--- src/hw/screen_pkg.sv ---
// Screen geometry package: visible area, boss hit box and coordinate width

`default_nettype none

package screen_pkg;

    // Every on-screen coordinate is an unsigned value of this width
    localparam int COORD_W = 12;

    // Visible area in pixels
    localparam int HOR_PIXELS = 1024;
    localparam int VER_PIXELS = 768;

    // Boss hit box half sizes around its centre point
    localparam int BOSS_LNG = 64;
    localparam int BOSS_HGT = 64;

endpackage

`default_nettype wire

--- src/hw/projectile_pkg.sv ---
// Projectile package: slot count, motion and timing constants, launcher states

`default_nettype none

package projectile_pkg;

    // Number of projectile slots and width of a slot index
    localparam int PROJECTILE_COUNT = 4;
    localparam int SLOT_IDX_W       = $clog2(PROJECTILE_COUNT);

    // Larger step component per frame, and the signed step width that holds it
    localparam int PROJECTILE_SPEED = 30;
    localparam int STEP_W           = 6;

    // Lifetime and cooldown are counted in frame ticks
    localparam int PROJECTILE_LIFETIME = 60;
    localparam int LIFETIME_W          = $clog2(PROJECTILE_LIFETIME + 1);
    localparam int FIRE_COOLDOWN       = 25;
    localparam int COOLDOWN_W          = $clog2(FIRE_COOLDOWN + 1);

    // Serial divider produces one quotient bit per cycle
    localparam int DIV_STEPS = 17;
    localparam int DIV_CNT_W = $clog2(DIV_STEPS);

    typedef enum logic [1:0] {
        LAUNCH_IDLE,
        LAUNCH_DIVIDE,
        LAUNCH_OFFER,
        LAUNCH_RELEASE
    } launch_state_t;

endpackage

`default_nettype wire

--- src/hw/projectile_launcher.sv ---
// Projectile launcher: fire gating, cooldown, slot choice, aimed step division and handoff

`timescale 1ns/1ps
`default_nettype none

module projectile_launcher (
    input  wire logic                                        clk,
    input  wire logic                                        rst,
    input  wire logic                                        frame_tick,
    input  wire logic                                        play,
    input  wire logic                                        fire,
    input  wire logic [screen_pkg::COORD_W-1:0]              mouse_x,
    input  wire logic [screen_pkg::COORD_W-1:0]              mouse_y,
    input  wire logic [screen_pkg::COORD_W-1:0]              spawn_x,
    input  wire logic [screen_pkg::COORD_W-1:0]              spawn_y,
    input  wire logic [projectile_pkg::PROJECTILE_COUNT-1:0] slot_active,
    input  wire logic [projectile_pkg::PROJECTILE_COUNT-1:0] launch_ack,
    output logic      [projectile_pkg::PROJECTILE_COUNT-1:0] launch_req,
    output logic      [screen_pkg::COORD_W-1:0]              launch_x,
    output logic      [screen_pkg::COORD_W-1:0]              launch_y,
    output logic signed [projectile_pkg::STEP_W-1:0]         launch_step_x,
    output logic signed [projectile_pkg::STEP_W-1:0]         launch_step_y
);
    import screen_pkg::*;
    import projectile_pkg::*;

    launch_state_t          state;
    logic [COOLDOWN_W-1:0]  cooldown;
    logic [SLOT_IDX_W-1:0]  sel_idx;
    logic [SLOT_IDX_W-1:0]  free_idx;
    logic                   any_free;
    logic                   accept;
    logic [DIV_CNT_W-1:0]   div_cnt;
    logic                   div_last;

    // Signed differences and their magnitudes at the click
    logic signed [COORD_W:0] dx;
    logic signed [COORD_W:0] dy;
    logic [COORD_W-1:0]      mag_x;
    logic [COORD_W-1:0]      mag_y;
    logic [COORD_W-1:0]      mag_max;

    // Divider state, the numerator register fills with quotient bits as it shifts
    logic [DIV_STEPS-1:0]    num_x;
    logic [DIV_STEPS-1:0]    num_y;
    logic [COORD_W-1:0]      rem_x;
    logic [COORD_W-1:0]      rem_y;
    logic [COORD_W-1:0]      divisor;
    logic                    neg_x;
    logic                    neg_y;
    logic                    zero_vec;
    logic [COORD_W:0]        div_x;
    logic [COORD_W:0]        div_y;

    // One restoring step, returns the new remainder above the quotient bit
    function automatic logic [COORD_W:0] div_step(
        input logic [COORD_W-1:0] rem,
        input logic               bit_in,
        input logic [COORD_W-1:0] dvs
    );
        logic [COORD_W:0] shifted;
        logic [COORD_W:0] diff;
        shifted = {rem, bit_in};
        diff    = shifted - {1'b0, dvs};
        if (shifted >= {1'b0, dvs}) begin
            return {diff[COORD_W-1:0], 1'b1};
        end
        return {shifted[COORD_W-1:0], 1'b0};
    endfunction

    // Quotient magnitude with the sign of the difference put back
    function automatic logic signed [STEP_W-1:0] signed_step(
        input logic [DIV_STEPS-1:0] quot,
        input logic                 neg,
        input logic                 zero
    );
        logic [STEP_W-1:0] mag;
        mag = quot[STEP_W-1:0];
        if (zero) begin
            return '0;
        end
        return neg ? -mag : mag;
    endfunction

    // Lowest inactive slot wins
    always_comb begin
        free_idx = '0;
        any_free = 1'b0;
        for (int i = PROJECTILE_COUNT - 1; i >= 0; i--) begin
            if (!slot_active[i]) begin
                free_idx = SLOT_IDX_W'(i);
                any_free = 1'b1;
            end
        end
    end

    always_comb begin
        dx      = $signed({1'b0, mouse_x}) - $signed({1'b0, spawn_x});
        dy      = $signed({1'b0, mouse_y}) - $signed({1'b0, spawn_y});
        mag_x   = dx[COORD_W] ? COORD_W'(-dx) : dx[COORD_W-1:0];
        mag_y   = dy[COORD_W] ? COORD_W'(-dy) : dy[COORD_W-1:0];
        mag_max = (mag_x > mag_y) ? mag_x : mag_y;
    end

    assign accept   = fire && play && (cooldown == '0) && (state == LAUNCH_IDLE) && any_free;
    assign div_last = (div_cnt == DIV_CNT_W'(DIV_STEPS - 1));
    assign div_x    = div_step(rem_x, num_x[DIV_STEPS-1], divisor);
    assign div_y    = div_step(rem_y, num_y[DIV_STEPS-1], divisor);

    always_ff @(posedge clk) begin
        if (rst) begin
            state      <= LAUNCH_IDLE;
            cooldown   <= '0;
            sel_idx    <= '0;
            div_cnt    <= '0;
            launch_req <= '0;
        end else begin
            if (accept) begin
                cooldown <= COOLDOWN_W'(FIRE_COOLDOWN);
            end else if (frame_tick && cooldown != '0) begin
                cooldown <= cooldown - 1'b1;
            end

            case (state)
                LAUNCH_IDLE: begin
                    if (accept) begin
                        sel_idx <= free_idx;
                        div_cnt <= '0;
                        state   <= LAUNCH_DIVIDE;
                    end
                end
                LAUNCH_DIVIDE: begin
                    div_cnt <= div_cnt + 1'b1;
                    if (div_last) begin
                        launch_req[sel_idx] <= 1'b1;
                        state               <= LAUNCH_OFFER;
                    end
                end
                LAUNCH_OFFER: begin
                    if (launch_ack[sel_idx]) begin
                        launch_req <= '0;
                        state      <= LAUNCH_RELEASE;
                    end
                end
                default: begin
                    // Wait for the slot to drop its ack
                    if (!launch_ack[sel_idx]) begin
                        state <= LAUNCH_IDLE;
                    end
                end
            endcase
        end
    end

    // Launch data and divider registers
    always_ff @(posedge clk) begin
        if (state == LAUNCH_IDLE && accept) begin
            launch_x <= spawn_x;
            launch_y <= spawn_y;
            num_x    <= DIV_STEPS'(mag_x) * DIV_STEPS'(PROJECTILE_SPEED);
            num_y    <= DIV_STEPS'(mag_y) * DIV_STEPS'(PROJECTILE_SPEED);
            rem_x    <= '0;
            rem_y    <= '0;
            divisor  <= mag_max;
            neg_x    <= dx[COORD_W];
            neg_y    <= dy[COORD_W];
            zero_vec <= (mag_max == '0);
        end else if (state == LAUNCH_DIVIDE) begin
            num_x <= {num_x[DIV_STEPS-2:0], div_x[0]};
            num_y <= {num_y[DIV_STEPS-2:0], div_y[0]};
            rem_x <= div_x[COORD_W:1];
            rem_y <= div_y[COORD_W:1];
            if (div_last) begin
                launch_step_x <= signed_step({num_x[DIV_STEPS-2:0], div_x[0]}, neg_x, zero_vec);
                launch_step_y <= signed_step({num_y[DIV_STEPS-2:0], div_y[0]}, neg_y, zero_vec);
            end
        end
    end

endmodule

`default_nettype wire

--- src/hw/projectile_slot.sv ---
// Projectile slot: loads one launch, moves it per frame and retires it on expiry, bounds or hit

`timescale 1ns/1ps
`default_nettype none

module projectile_slot (
    input  wire logic                                clk,
    input  wire logic                                rst,
    input  wire logic                                frame_tick,
    input  wire logic                                play,
    input  wire logic                                launch_req,
    input  wire logic [screen_pkg::COORD_W-1:0]      launch_x,
    input  wire logic [screen_pkg::COORD_W-1:0]      launch_y,
    input  wire logic signed [projectile_pkg::STEP_W-1:0] launch_step_x,
    input  wire logic signed [projectile_pkg::STEP_W-1:0] launch_step_y,
    input  wire logic [screen_pkg::COORD_W-1:0]      boss_x,
    input  wire logic [screen_pkg::COORD_W-1:0]      boss_y,
    input  wire logic                                boss_alive,
    output logic                                     launch_ack,
    output logic [screen_pkg::COORD_W-1:0]           pos_x,
    output logic [screen_pkg::COORD_W-1:0]           pos_y,
    output logic                                     slot_active,
    output logic                                     slot_hit
);
    import screen_pkg::*;
    import projectile_pkg::*;

    logic signed [STEP_W-1:0] step_x;
    logic signed [STEP_W-1:0] step_y;
    logic [LIFETIME_W-1:0]    lifetime;
    logic                     load;
    logic                     retire;
    logic                     in_boss;

    assign load = launch_req && !launch_ack;

    // Out of bounds also catches positions that wrapped below zero
    assign retire = (lifetime == '0) ||
                    (pos_x > COORD_W'(HOR_PIXELS)) ||
                    (pos_y > COORD_W'(VER_PIXELS));

    // Box test in one extra bit so the edges near zero do not wrap
    assign in_boss = boss_alive &&
                     ({1'b0, pos_x} + (COORD_W+1)'(BOSS_LNG) >= {1'b0, boss_x}) &&
                     ({1'b0, pos_x} <= {1'b0, boss_x} + (COORD_W+1)'(BOSS_LNG)) &&
                     ({1'b0, pos_y} + (COORD_W+1)'(BOSS_HGT) >= {1'b0, boss_y}) &&
                     ({1'b0, pos_y} <= {1'b0, boss_y} + (COORD_W+1)'(BOSS_HGT));

    always_ff @(posedge clk) begin
        if (rst) begin
            launch_ack  <= 1'b0;
            slot_active <= 1'b0;
            slot_hit    <= 1'b0;
            pos_x       <= '0;
            pos_y       <= '0;
            lifetime    <= '0;
        end else begin
            slot_hit <= 1'b0;
            if (load) begin
                launch_ack  <= 1'b1;
                pos_x       <= launch_x;
                pos_y       <= launch_y;
                lifetime    <= LIFETIME_W'(PROJECTILE_LIFETIME);
                slot_active <= play;
            end else begin
                if (!launch_req) begin
                    launch_ack <= 1'b0;
                end
                if (!play) begin
                    slot_active <= 1'b0;
                end else if (frame_tick && slot_active) begin
                    if (retire) begin
                        slot_active <= 1'b0;
                    end else if (in_boss) begin
                        slot_active <= 1'b0;
                        slot_hit    <= 1'b1;
                    end else begin
                        // Motion wraps modulo the coordinate width
                        pos_x    <= pos_x + {{(COORD_W-STEP_W){step_x[STEP_W-1]}}, step_x};
                        pos_y    <= pos_y + {{(COORD_W-STEP_W){step_y[STEP_W-1]}}, step_y};
                        lifetime <= lifetime - 1'b1;
                    end
                end
            end
        end
    end

    always_ff @(posedge clk) begin
        if (load) begin
            step_x <= launch_step_x;
            step_y <= launch_step_y;
        end
    end

endmodule

`default_nettype wire

--- src/hw/hit_merge.sv ---
// Hit merger: one registered hit pulse and a running count of slot hits

`timescale 1ns/1ps
`default_nettype none

module hit_merge (
    input  wire logic                                        clk,
    input  wire logic                                        rst,
    input  wire logic [projectile_pkg::PROJECTILE_COUNT-1:0] slot_hit,
    output logic                                             projectile_hit,
    output logic [15:0]                                      hit_count
);
    import projectile_pkg::*;

    logic [15:0] hit_sum;

    // Several slots may hit in the same frame
    always_comb begin
        hit_sum = '0;
        for (int i = 0; i < PROJECTILE_COUNT; i++) begin
            hit_sum = hit_sum + 16'(slot_hit[i]);
        end
    end

    always_ff @(posedge clk) begin
        if (rst) begin
            projectile_hit <= 1'b0;
            hit_count      <= '0;
        end else begin
            projectile_hit <= |slot_hit;
            hit_count      <= hit_count + hit_sum;
        end
    end

endmodule

`default_nettype wire

--- src/hw/projectile_system.sv ---
// Projectile subsystem top: launcher, a bank of projectile slots and the hit merger

`timescale 1ns/1ps
`default_nettype none

module projectile_system (
    input  wire logic                                   clk,
    input  wire logic                                   rst,
    input  wire logic                                   frame_tick,
    input  wire logic                                   play,
    input  wire logic                                   fire,
    input  wire logic [screen_pkg::COORD_W-1:0]         mouse_x,
    input  wire logic [screen_pkg::COORD_W-1:0]         mouse_y,
    input  wire logic [screen_pkg::COORD_W-1:0]         spawn_x,
    input  wire logic [screen_pkg::COORD_W-1:0]         spawn_y,
    input  wire logic [screen_pkg::COORD_W-1:0]         boss_x,
    input  wire logic [screen_pkg::COORD_W-1:0]         boss_y,
    input  wire logic                                   boss_alive,
    output logic [projectile_pkg::PROJECTILE_COUNT-1:0][screen_pkg::COORD_W-1:0] pos_x_proj,
    output logic [projectile_pkg::PROJECTILE_COUNT-1:0][screen_pkg::COORD_W-1:0] pos_y_proj,
    output logic [projectile_pkg::PROJECTILE_COUNT-1:0] pos_active,
    output logic                                        projectile_hit,
    output logic [15:0]                                 hit_count
);
    import screen_pkg::*;
    import projectile_pkg::*;

    logic [PROJECTILE_COUNT-1:0] launch_req;
    logic [PROJECTILE_COUNT-1:0] launch_ack;
    logic [PROJECTILE_COUNT-1:0] slot_hit;
    logic [COORD_W-1:0]          launch_x;
    logic [COORD_W-1:0]          launch_y;
    logic signed [STEP_W-1:0]    launch_step_x;
    logic signed [STEP_W-1:0]    launch_step_y;

    projectile_launcher projectile_launcher_i (
        .clk           (clk),
        .rst           (rst),
        .frame_tick    (frame_tick),
        .play          (play),
        .fire          (fire),
        .mouse_x       (mouse_x),
        .mouse_y       (mouse_y),
        .spawn_x       (spawn_x),
        .spawn_y       (spawn_y),
        .slot_active   (pos_active),
        .launch_ack    (launch_ack),
        .launch_req    (launch_req),
        .launch_x      (launch_x),
        .launch_y      (launch_y),
        .launch_step_x (launch_step_x),
        .launch_step_y (launch_step_y)
    );

    for (genvar i = 0; i < PROJECTILE_COUNT; i++) begin : g_slot
        projectile_slot projectile_slot_i (
            .clk           (clk),
            .rst           (rst),
            .frame_tick    (frame_tick),
            .play          (play),
            .launch_req    (launch_req[i]),
            .launch_x      (launch_x),
            .launch_y      (launch_y),
            .launch_step_x (launch_step_x),
            .launch_step_y (launch_step_y),
            .boss_x        (boss_x),
            .boss_y        (boss_y),
            .boss_alive    (boss_alive),
            .launch_ack    (launch_ack[i]),
            .pos_x         (pos_x_proj[i]),
            .pos_y         (pos_y_proj[i]),
            .slot_active   (pos_active[i]),
            .slot_hit      (slot_hit[i])
        );
    end

    hit_merge hit_merge_i (
        .clk            (clk),
        .rst            (rst),
        .slot_hit       (slot_hit),
        .projectile_hit (projectile_hit),
        .hit_count      (hit_count)
    );

endmodule

`default_nettype wire

--- config.mk ---
export PLATFORM = sky130hd
export DESIGN_NAME = projectile_system
export DESIGN_NICKNAME = d
export VERILOG_FILES = /design/src/hw/screen_pkg.sv /design/src/hw/projectile_pkg.sv /design/src/hw/projectile_launcher.sv /design/src/hw/projectile_slot.sv /design/src/hw/hit_merge.sv /design/src/hw/projectile_system.sv
export SDC_FILE = /design/constraint.sdc
export NUM_CORES = 1
export LEC_CHECK = 0
export BUFFER_PORTS_ARGS = -buffer_cell sky130_fd_sc_hd__buf_2
export CAP_MARGIN = 20
export CORE_UTILIZATION = 40
export CTS_CLUSTER_DIAMETER = 80
export DETAILED_ROUTE_END_ITERATION = 12
export PLACE_DENSITY = 0.54
export SYNTH_ARGS = -nofsm -noshare
export SYNTH_HDL_FRONTEND = slang
export SYNTH_SLANG_ARGS = --single-unit
--- constraint.sdc ---
create_clock -name clk -period 14.62 [get_ports clk]
set_input_delay 2.924 -clock clk [delete_from_list [all_inputs] [get_ports clk]]
set_output_delay 2.924 -clock clk [all_outputs]
set_load 0.01 [all_outputs]
==> metrics.csv, run 1 <==
metric;value;unit
status;complete, no violations;
drt_pass1_iterations;6;
hp-class;flop to flop;
ys_types;92;
synthCells;3067;
power_frac_clock;21.9;%
vias;23600;
rows;94;
ctsHtreeMaxLevel;2;
critPathMaxFanout;11;
setup_ws;5.85;ns
layout_min_cycle_time;8.77;ns
core;65900;um^2
reg2reg_depth;13;
reg2reg_slack;10.37;ns
dieArea;67700;um^2
slew_viol_final;0;
synth_most_common_cell;ha_1;
num_io_pins;195;
grt_pass1_wl;132;mm
netlist_top_cells_area;ha_1 (18%), edfxtp_1 (15%), dfxtp_1 (14%);
total_leakage_power;0.0133;uW
synth_edf_count;131;
cts_inserted_buffers;43;
place_ws;5.29;ns
crit_arrival;9.05;ns
max-slew-margin-rel;28.7;%
clk_latency;0.58;ns
clock_sinks;324;
drt_iter0_drc;1573;
hold_viol;0;
nNetsFinal;3720;
finalSetupTns;0;ns
antenna_left;0;
drc_errors;0;
ys_warn_count;0;
grt_usage;25.3;%
worstSetupPathType;input pin to flop;
wirelength;86.6;mm
syn-num-nets;3560;
area_growth;12.9;%
ir_drop;0.000319;V
start_util;40.5;%
path_clk_slew;0.06;ns
ys_seq_area_share;29.2;%
place_area;28500;um^2
grt_max_degree;108;
io_buffers;194;
finalSetupViolCount;0;
p_int;2980;uW
synthArstFlopShare;0;%
cts_buffer_depth;3;
cts_tree;done;
min_from;projectile_launcher_i.rem_x[11];
via_per_inst;5.73;
syn_area_per_cell;8.69;um^2
gp_congestion;0.895;
pwr-share-seq;25.5;%
cts_resized;0;
synth_flop_cell;dfxtp_1;
fin_total_pwr;5180;uW
holdPathEnd;projectile_launcher_i.rem_x[11];
die_w;260;um
synth_top_cell_by_area;ha_1;
p_sw_share;42.4;%
fin_area;30100;um^2
synth.top_cells.by_count;ha_1 (373), inv_1 (308), nor2_1 (270), o21ai_0 (208), dfxtp_1 (193);
fmax;114;MHz
die_y;260;um
reg2reg_to;g_slot[2].projectile_slot_i.pos_y[6];
cts_setup_buffers;0;
antenna_found_initial;5;
cap_violations;0;
synth_seq_cells;324;
powerDensity;172;nW/um^2
startpoint_type;input pin;
worstPathRequired;14.91;ns
cts_hold_buf;0;
wire_per_inst;21.0;um
worstMarginPinSlew;1.07;ns
gr-total-overflow;0;
rsz0062_at_grt;no;
clock-skew-final;0.0233;ns
combPwrFrac;52.5;%
syn_area;26700;um^2
whs_path_depth;2;
switchingPower;2200;uW
synth_top_area_share;17.5;%
r2r_start;g_slot[2].projectile_slot_i.pos_x[1];
finalCritPeriodShare;60.0;%
crit_path_end_kind;flop;
grt_pass1_vias;22900;
drive_above_1_share;10.5;%
clockRootBuffer;clkbuf_16;
dp_hpwl;64.2;mm
==> cells by family after synthesis <==
| logic type | after synthesis | synth area share, % |
|---|---|---|
| buffers and inverters | 422 | 6.06 |
| adder cells (fa/ha/maj) | 419 | 20.8 |
| XOR/XNOR | 201 | 6.78 |
| AND/OR/NAND/NOR | 894 | 16.5 |
| AO/OA/AOI/OAI | 773 | 19.3 |
| multiplexers | 34 | 1.32 |
| flip-flops | 324 | 29.2 |
==> stage by stage <==
step | utilization (%) | std cells | hold WS, ns
2_1_floorplan | - | 3067 | 0.446
3_3_place_gp | 43.3 | 4043 | 0.454
3_5_place_dp | 43.3 | 4043 | 0.458
4_1_cts | 45.6 | 4123 | 0.469
5_1_grt | 45.7 | 4126 | 0.485
6_report | 45.7 | 4127 | 0.468
==> critical path: stages <==
cell      delay, ns
buf_2          0.10
inv_1          0.04
ha_1           0.17
fa_1           0.21
nand2b_1       0.14
a21oi_1        0.11
a221oi_1       0.48
a211oi_1       0.21
nor2_1         0.55
nand2_1        0.14
xor2_1         0.33
inv_1          0.23
fa_1           0.57
inv_1          0.05
fa_1           0.50
inv_1          0.05
ha_1           0.33
a21oi_1        0.22
o21bai_1       0.09
a21oi_1        0.22
nor2b_1        0.07
o21a_1         0.18
o31a_1         0.26
o41ai_1        0.41
o21ai_0        0.20
xnor2_1        0.18
o21ai_0        0.09
==> registers in the layout, summed over array words and instances (netlist names), 6 cells and up <==
signal and flops:
g_slot.projectile_slot_i.step_x 24, g_slot.projectile_slot_i.step_y 24, projectile_launcher_i.launch_step_x 6, g_slot.projectile_slot_i.pos_y 48, projectile_launcher_i.launch_step_y 6, g_slot.projectile_slot_i.pos_x 48, g_slot.projectile_slot_i.lifetime 24, projectile_launcher_i.launch_y 12
projectile_launcher_i.num_x 17, hit_merge_i.hit_count 16, projectile_launcher_i.launch_x 12, projectile_launcher_i.rem_x 12, projectile_launcher_i.num_y 17, projectile_launcher_i.rem_y 12, projectile_launcher_i.divisor 12
==> power by group through the flow <==
| stage | registers, uW | logic (uW) | clock network (uW) |
|---|---|---|---|
| final | 1320 | 2720 | 1140 |
| after global routing | 1340 | 3100 | 1190 |
| after CTS | 1320 | 2740 | 1160 |
| after detailed placement | 1340 | 2720 | 0 |
| after global placement | 1340 | 2680 | 0 |
| after floorplan | 1270 | 2110 | 0 |
==> area by class of cell <==
class | count | area [um^2]
fill | 6448 | 35800
multi-input combinational | 2321 | 17300
sequential | 324 | 7800
timing repair buffer | 226 | 1230
clock buffer | 58 | 1200
inverter | 311 | 1170
tap | 864 | 1080
clock inverter | 22 | 299
antenna | 1 | 2.50
==> worst max path at each step <==
stage               start                               to
2_1_floorplan  mouse_y[0]  projectile_launcher_i.num_y[16]
3_3_place_gp   mouse_y[0]  projectile_launcher_i.num_y[16]
3_5_place_dp   mouse_y[0]  projectile_launcher_i.num_y[16]
4_1_cts        mouse_y[0]  projectile_launcher_i.num_y[16]
5_1_grt        spawn_y[3]  projectile_launcher_i.num_y[16]
6_report       mouse_y[0]  projectile_launcher_i.num_y[16]
==> placed cells by master, fill, tap and decap left out, drive strengths merged, types with 16 or more instances in the layout <==
cell type	Yosys	layout
dfxtp	193	193
a21o	37	37
a211oi	58	58
mux2i	33	33
a21oi	154	154
xnor2	138	138
nand3	154	154
nor2b	49	49
nand2	146	146
nand2b	20	20
clkbuf	90	58
a2111oi	16	16
or3	31	31
fa	42	42
xor2	62	62
a311oi	74	74
nor4	29	29
o21ai	212	212
or4	18	18
nor2	270	270
nor3	73	73
ha	373	373
a21boi	26	26
buf	21	226
nand4	24	24
o21a	56	56
edfxtp	131	131
a31oi	20	20
and3	25	25
inv	309	313
==> per-layer routing <==
metal | routed length, um | GRT usage, % | vias up
li1 | - | - | 11500
met1 | 37600 | 32.4 | 11300
met2 | 40400 | 42.4 | 634
met3 | 4430 | 2.86 | 190
met4 | 4210 | 12.1 | 4
met5 | 29 | 0 | -
No activity file was read; power rests on OpenSTA's default activity.
==> run 2, diff against run 1 <==
--- a/config.mk
+++ b/config.mk
@@ -5,12 +5,13 @@
 export SDC_FILE = /design/constraint.sdc
 export NUM_CORES = 1
 export LEC_CHECK = 0
+export ABC_AREA = 1
 export BUFFER_PORTS_ARGS = -buffer_cell sky130_fd_sc_hd__buf_2
 export CAP_MARGIN = 20
 export CORE_UTILIZATION = 40
 export CTS_CLUSTER_DIAMETER = 80
 export DETAILED_ROUTE_END_ITERATION = 12
-export PLACE_DENSITY = 0.54
+export PLACE_DENSITY = 0.56
 export SYNTH_ARGS = -nofsm -noshare
 export SYNTH_HDL_FRONTEND = slang
 export SYNTH_SLANG_ARGS = --single-unit
==> constraint.sdc (replaced) <==
create_clock -name clk -period 7.2 [get_ports clk]
set_input_delay 1.44 -clock clk [delete_from_list [all_inputs] [get_ports clk]]
set_output_delay 1.44 -clock clk [all_outputs]
set_load 0.01 [all_outputs]
==> run 2 against run 1 <==
  * Core utilization grew 0.14 points
  * Die area is 2.7% higher
  * Clock skew grew 0.00082 ns
  * Critical path depth is 8 higher
  * Sequential power up 95%
  * Largest power group unchanged
  * Final area grew 2.6%
  * Wire length shrank 2.0%
  * Synthesized area grew 2.7%
  * Combinational power is 76% higher
  * Setup slack worse by 5.2 ns
==> metrics.csv, run 2 <==
metric;value;unit;change
clk_latency;0.59;ns;about the same
finalCritPeriodShare;90.7;%;
io_buffers;194;;unchanged
fin_cells;4762;;+15%
top_regs;g_slot.projectile_slot_i.pos_x: 48 flops, g_slot.projectile_slot_i.pos_y: 48 flops;;
place_inst;4679;;+16%
fmax;153;MHz;
rows;95;;+1.1%
wirelength;84.9;mm;-2.0%
finalSetupTns;0;ns;unchanged
synth_edf_count;131;;unchanged
slowest_delay;0.56;ns;about the same
final_core_util;45.8;%;+0.14 points
startpoint_type;input pin;;
final_common_cell;nand2_1;;
fin_area;30900;um^2;+2.6%
via_per_inst;5.17;;-9.7%
drt_pass1_iterations;6;;unchanged
worstPathRequired;7.53;ns;-7.38 ns
drt_iter0_drc;1720;;+9.3%
worstSetupPathType;input pin to flop;;
num_io_pins;195;;unchanged
final_cell_mix;nand2_1 (719), inv_1 (554), ha_1 (373);;
synthArstFlopShare;0;%;unchanged
layout_min_cycle_time;6.53;ns;
gp_congestion;0.907;;+1.4%
cts_setup_buffers;0;;unchanged
cts_resized;0;;unchanged
drc_errors;0;;unchanged
fillerInstances;6885;;+6.8%
antenna_found_initial;2;;-3
finalSetupViolCount;0;;unchanged
hold_viol;0;;unchanged
cp_slowest_cell;fa_1;;
die_w;264;um;+1.3%
gr-total-overflow;0;;unchanged
wire_per_inst;17.8;um;-15%
rsz0062_at_grt;no;;
synth_seq_cells;324;;unchanged
powerDensity;313;nW/um^2;+82%
max-slew-margin-rel;30.5;%;+1.8 points
ys_seq_area_share;28.5;%;-0.77 points
netlist_top_cells_area;ha_1 (17%), edfxtp_1 (14%), dfxtp_1 (14%);;
cp_top_family;adder cells;;
total_leakage_power;0.0152;uW;+14%
cts_hold_buf;0;;unchanged
place_area;29400;um^2;+2.9%
regArea;7800;um^2;unchanged
hp-class;flop to flop;;
cap_violations;0;;unchanged
grt_max_degree;58;;-46%
slew_viol_final;0;;unchanged
synth_top_cell_by_area;ha_1;;
multi_input_area;17100;um^2;-1.2%
whs;0.467;ns;-0.00150 ns
path_clk_slew;0.06;ns;about the same
ys_types;59;;-36%
ctsHtreeMaxLevel;2;;unchanged
cts_tree;done;;
grt_usage;24.2;%;-1.1 points
syn-num-nets;4158;;+17%
dieArea;69500;um^2;+2.7%
crit_path_end_kind;flop;;
synth_most_common_cell;nand2_1;;
clock-skew-final;0.0241;ns;+0.000819 ns
status;complete, no violations;;
clockRootBuffer;clkbuf_16;;
syn_area_per_cell;7.47;um^2;-14%
crit_arrival;6.86;ns;-2.19 ns
core;67400;um^2;+2.3%
synth.top_cells.by_count;nand2_1 (719), inv_1 (555), ha_1 (373), a21oi_1 (334), nor2_1 (242);;
path_buf_inv;7;;+2
nNetsFinal;4345;;+17%
drive_above_1_share;9.67;%;-0.84 points
syn_area;27400;um^2;+2.7%
synth_flop_cell;dfxtp_1;;
dp_hpwl;65.6;mm;+2.2%
cts_buffer_depth;3;;unchanged
cts_inserted_buffers;43;;unchanged
area_growth;12.8;%;about the same
cpMostUsedCell;nand2_1;;
grt_pass1_vias;22900;;+0.052%
clock_sinks;324;;unchanged
worstMarginPinSlew;1.03;ns;-0.0328 ns
grt_pass1_wl;131;mm;-0.87%
die_y;264;um;+1.3%
antenna_left;0;;unchanged
ir_drop;0.000176;V;-45%
synthCells;3665;;+19%
start_util;40.6;%;+0.14 points
vias;24600;;+4.2%
ys_warn_count;0;;unchanged
synth_top_area_share;17.0;%;-0.46 points
critPathMaxFanout;15;;+4
run 2: cell count changes in the layout (fill, tap and decap cells not counted), sizes merged, moves of 22 or more:
| cell | delta |
|---|---|
| a21oi | +182 |
| nand3 | +71 |
| a211oi | -40 |
| nand2 | +595 |
| and3 | -22 |
| nor3 | -22 |
| o21a | -52 |
| nor2b | -49 |
| mux2i | -33 |
| xnor2 | -96 |
| or3 | -30 |
| inv | +259 |
| xor2 | +75 |
| a311oi | -74 |
run 2: area by class of cell:
type	count	share of cell area, %
clock buffers	52	3.73
repair buffers	230	4.04
multi-input cells	2685	55.4
well taps	873	3.54
inverters	568	6.92
diodes	2	0.0162
clock inverters	28	1.15
flip-flops and latches	324	25.2
run 2: through the flow:
| step | total power, uW | setup slack (ns) |
|---|---|---|
| 2_1_floorplan | 6110 | 0.567 |
| 3_3_place_gp | 7340 | 0.215 |
| 3_5_place_dp | 7370 | 0.141 |
| 4_1_cts | 9720 | 0.741 |
| 5_1_grt | 10600 | 0.0987 |
| 6_report | 9680 | 0.669 |
run 2: report_power, final:
group,switching (uW),internal [uW],total [uW],leakage [uW]
combinational,3030,1770,4800,0.0116
clock,906,1400,2310,0.000735
sequential,300,2270,2570,0.00277
run 2: worst register-to-register path: cells and delay by family (launching register included):
family	cells	cell delay [ns]
AOI/OAI and AO/OA	4	1.18
xor gates and xnor gates	1	0.10
adders and majority gates	2	0.59
buffers and inverters	3	0.51
DFF	1	0.53
and+or+nand+nor	6	1.51
run 2: cell families (layout without fill, tap and decap cells):
group	Yosys count	after routing	share of synthesized area, %
AO/OA/AOI/OAI	729	729	14.9
AND/OR/NAND/NOR	1362	1362	21.6
adder cells (fa/ha/maj)	415	415	20.1
XOR/XNOR	179	179	5.73
other	0	2	0
buffers and inverters	656	878	9.17
flip-flops	324	324	28.5
run 2: routing by layer:
layer  up-vias  global-route usage [%]  wire length, um
li1      12700                       -                -
met1     11300                    32.4            39000
met2       569                    40.5            39400
met3       105                    3.07             4220
met4         0                    7.35             2330
met5         -                       0                0
run 2: path summary, 6_finish.rpt:
| kind | from | to | slack (ns) | depth (start not counted) |
|---|---|---|---|---|
| worst min-delay path | g_slot[1].projectile_slot_i.lifetime[0] | g_slot[1].projectile_slot_i.lifetime[0] | 0.47 | 2 |
| worst min register to register | g_slot[1].projectile_slot_i.lifetime[0] | g_slot[1].projectile_slot_i.lifetime[0] | 0.47 | 2 |
| worst max-delay path | spawn_x[6] | projectile_launcher_i.num_x[16] | 0.67 | 35 |
| worst max register to register | g_slot[2].projectile_slot_i.pos_x[7] | g_slot[2].projectile_slot_i.pos_x[6] | 2.70 | 16 |
==> run 3, diff against run 2 <==
--- a/config.mk
+++ b/config.mk
@@ -9,6 +9,7 @@
 export BUFFER_PORTS_ARGS = -buffer_cell sky130_fd_sc_hd__buf_2
 export CAP_MARGIN = 20
 export CORE_UTILIZATION = 40
+export CTS_BUF_LIST = sky130_fd_sc_hd__clkbuf_4 sky130_fd_sc_hd__clkbuf_8 sky130_fd_sc_hd__clkbuf_16
 export CTS_CLUSTER_DIAMETER = 80
 export DETAILED_ROUTE_END_ITERATION = 12
 export PLACE_DENSITY = 0.56
==> run 3 against run 2 <==
  * Core utilization barely moved
  * Critical path depth did not move
  * Combinational power barely moved
  * Global-route usage barely moved
  * Via count rose by 0.18%
  * Clock skew fell by 0.00087 ns
  * Sequential power barely moved
  * Die area did not move
  * Sequential share of layout area barely moved
  * Setup slack improved by 0.0020 ns
  * Final area barely moved
  * Largest cell class unchanged
==> metrics.csv, run 3 (synthesis gave the netlist of run 2 again) <==
metric;value;unit;change
drt_pass1_iterations;6;;unchanged
whs;0.467;ns;+0.0000470 ns
vias;24700;;+0.18%
nNetsFinal;4345;;unchanged
grt_pass1_wl;131;mm;about the same
dieArea;69500;um^2;unchanged
gr-total-overflow;0;;unchanged
slowest_delay;0.56;ns;about the same
status;complete, no violations;;
switchingPower;4230;uW;about the same
power_frac_clock;24.0;%;about the same
multi_input_area;17100;um^2;unchanged
clock_sinks;324;;unchanged
start_util;40.6;%;unchanged
drive_above_1_share;9.83;%;+0.15 points
clk_latency;0.59;ns;about the same
top_regs;g_slot.projectile_slot_i.pos_x: 48 flops, g_slot.projectile_slot_i.pos_y: 48 flops;;
clockRootBuffer;clkbuf_16;;
wirelength;84.9;mm;about the same
crit_path_end_kind;flop;;
finalSetupTns;0;ns;unchanged
cts_buffer_depth;3;;unchanged
grt_usage;24.2;%;about the same
area_growth;12.9;%;about the same
final_cell_mix;nand2_1 (719), inv_1 (554), ha_1 (373);;
via_per_inst;5.18;;+0.18%
drc_errors;0;;unchanged
cts_inserted_buffers;43;;unchanged
cp_slowest_cell;fa_1;;
max-slew-margin-rel;30.7;%;+0.16 points
ctsHtreeMaxLevel;2;;unchanged
num_io_pins;195;;unchanged
fmax;153;MHz;about the same
layout_min_cycle_time;6.53;ns;-0.00195 ns
path_clk_slew;0.06;ns;about the same
grt_max_degree;58;;unchanged
grt_pass1_vias;22900;;-0.070%
cts_hold_buf;0;;unchanged
drt_iter0_drc;1660;;-3.5%
rows;95;;unchanged
use_met1;32.5;%;about the same
top_usage_layer;met2;;
crit_arrival;6.86;ns;about the same
regArea;7800;um^2;unchanged
cts_setup_buffers;0;;unchanged
core;67400;um^2;unchanged
p_int;5460;uW;+0.41%
clock-skew-final;0.0232;ns;-0.000867 ns
finalCritPeriodShare;90.7;%;about the same
cap_violations;0;;unchanged
cpMostUsedCell;nand2_1;;
die_y;264;um;unchanged
met3_usage;3.07;%;unchanged
hp-class;flop to flop;;
wire_per_inst;17.8;um;about the same
p_sw_share;43.6;%;-0.11 points
gp_congestion;0.907;;unchanged
startpoint_type;input pin;;
slew_viol_final;0;;unchanged
antenna_left;0;;unchanged
ir_drop;0.000175;V;-0.20%
io_buffers;194;;unchanged
fillerInstances;6881;;-0.058%
total_leakage_power;0.0152;uW;+0.14%
die_w;264;um;unchanged
pwr-share-seq;26.5;%;about the same
powerDensity;314;nW/um^2;+0.14%
critPathMaxFanout;15;;unchanged
dp_hpwl;65.6;mm;unchanged
hold_viol;0;;unchanged
antenna_found_initial;2;;unchanged
worstPathRequired;7.53;ns;about the same
grt_use_met2;40.5;%;about the same
finalSetupViolCount;0;;unchanged
combPwrFrac;49.5;%;about the same
cts_tree;done;;
worstMarginPinSlew;1.03;ns;-0.00245 ns
worstSetupPathType;input pin to flop;;
final_common_cell;nand2_1;;
cts_resized;0;;unchanged
rsz0062_at_grt;no;;
run 3: cell counts in the layout (fill, tap and decap cells not counted):
No cell type changed its count.
run 3: area by class of cell:
cell class	instances	area share, %
diodes	2	0.0162
repair buffers	230	4.04
well taps	873	3.53
multi-input cells	2685	55.3
clock buffers	52	3.80
clock inverters	28	1.15
inverters	568	6.91
flip-flops and latches	324	25.2
run 3: final timing paths:
check | slack (ns) | startpoint | depth (start not counted) | to
hold reg to reg | 0.47 | g_slot[1].projectile_slot_i.lifetime[0] | 2 | g_slot[1].projectile_slot_i.lifetime[0]
setup / recovery | 0.67 | spawn_x[6] | 35 | projectile_launcher_i.num_x[16]
setup reg to reg | 2.69 | g_slot[2].projectile_slot_i.pos_x[7] | 16 | g_slot[2].projectile_slot_i.pos_x[11]
hold / removal | 0.47 | g_slot[1].projectile_slot_i.lifetime[0] | 2 | g_slot[1].projectile_slot_i.lifetime[0]
run 3: stage by stage:
stage / cells / total power [uW] / util, % / cell area [um^2] / worst slack [ns]
3_5_place_dp: 4679 / 7370 / 43.6 / 29400 / 0.141
4_1_cts: 4759 / 9750 / 45.8 / 30900 / 0.741
3_3_place_gp: 4678 / 7340 / 43.6 / 29400 / 0.215
5_1_grt: 4762 / 10600 / 45.9 / 30900 / 0.0987
2_1_floorplan: 3665 / 6110 / - / 27400 / 0.567
6_report: 4762 / 9700 / 45.9 / 30900 / 0.671
run 3: critical path: cells and delay by family:
family	cells	cell delay (ns)
compound gates	9	1.27
fa+ha+maj	4	1.74
xor+xnor	1	0.20
simple gates	14	1.61
buf+inv	7	0.59
run 3: routing by layer:
layer  part of all wire, %  up-vias
li1                      -    12700
met1                    46    11300
met2                    46      561
met3                   4.8      102
met4                   2.7        0
met5                     0        -
run 3: power by group through the flow:
stage / Sequential (uW) / Combinational, uW / Clock (uW)
finish: 2570 / 4800 / 2330
global route: 2590 / 5550 / 2460
CTS: 2560 / 4800 / 2380
detailed placement: 2600 / 4780 / 0
global placement: 2600 / 4740 / 0
floorplan: 2480 / 3640 / 0
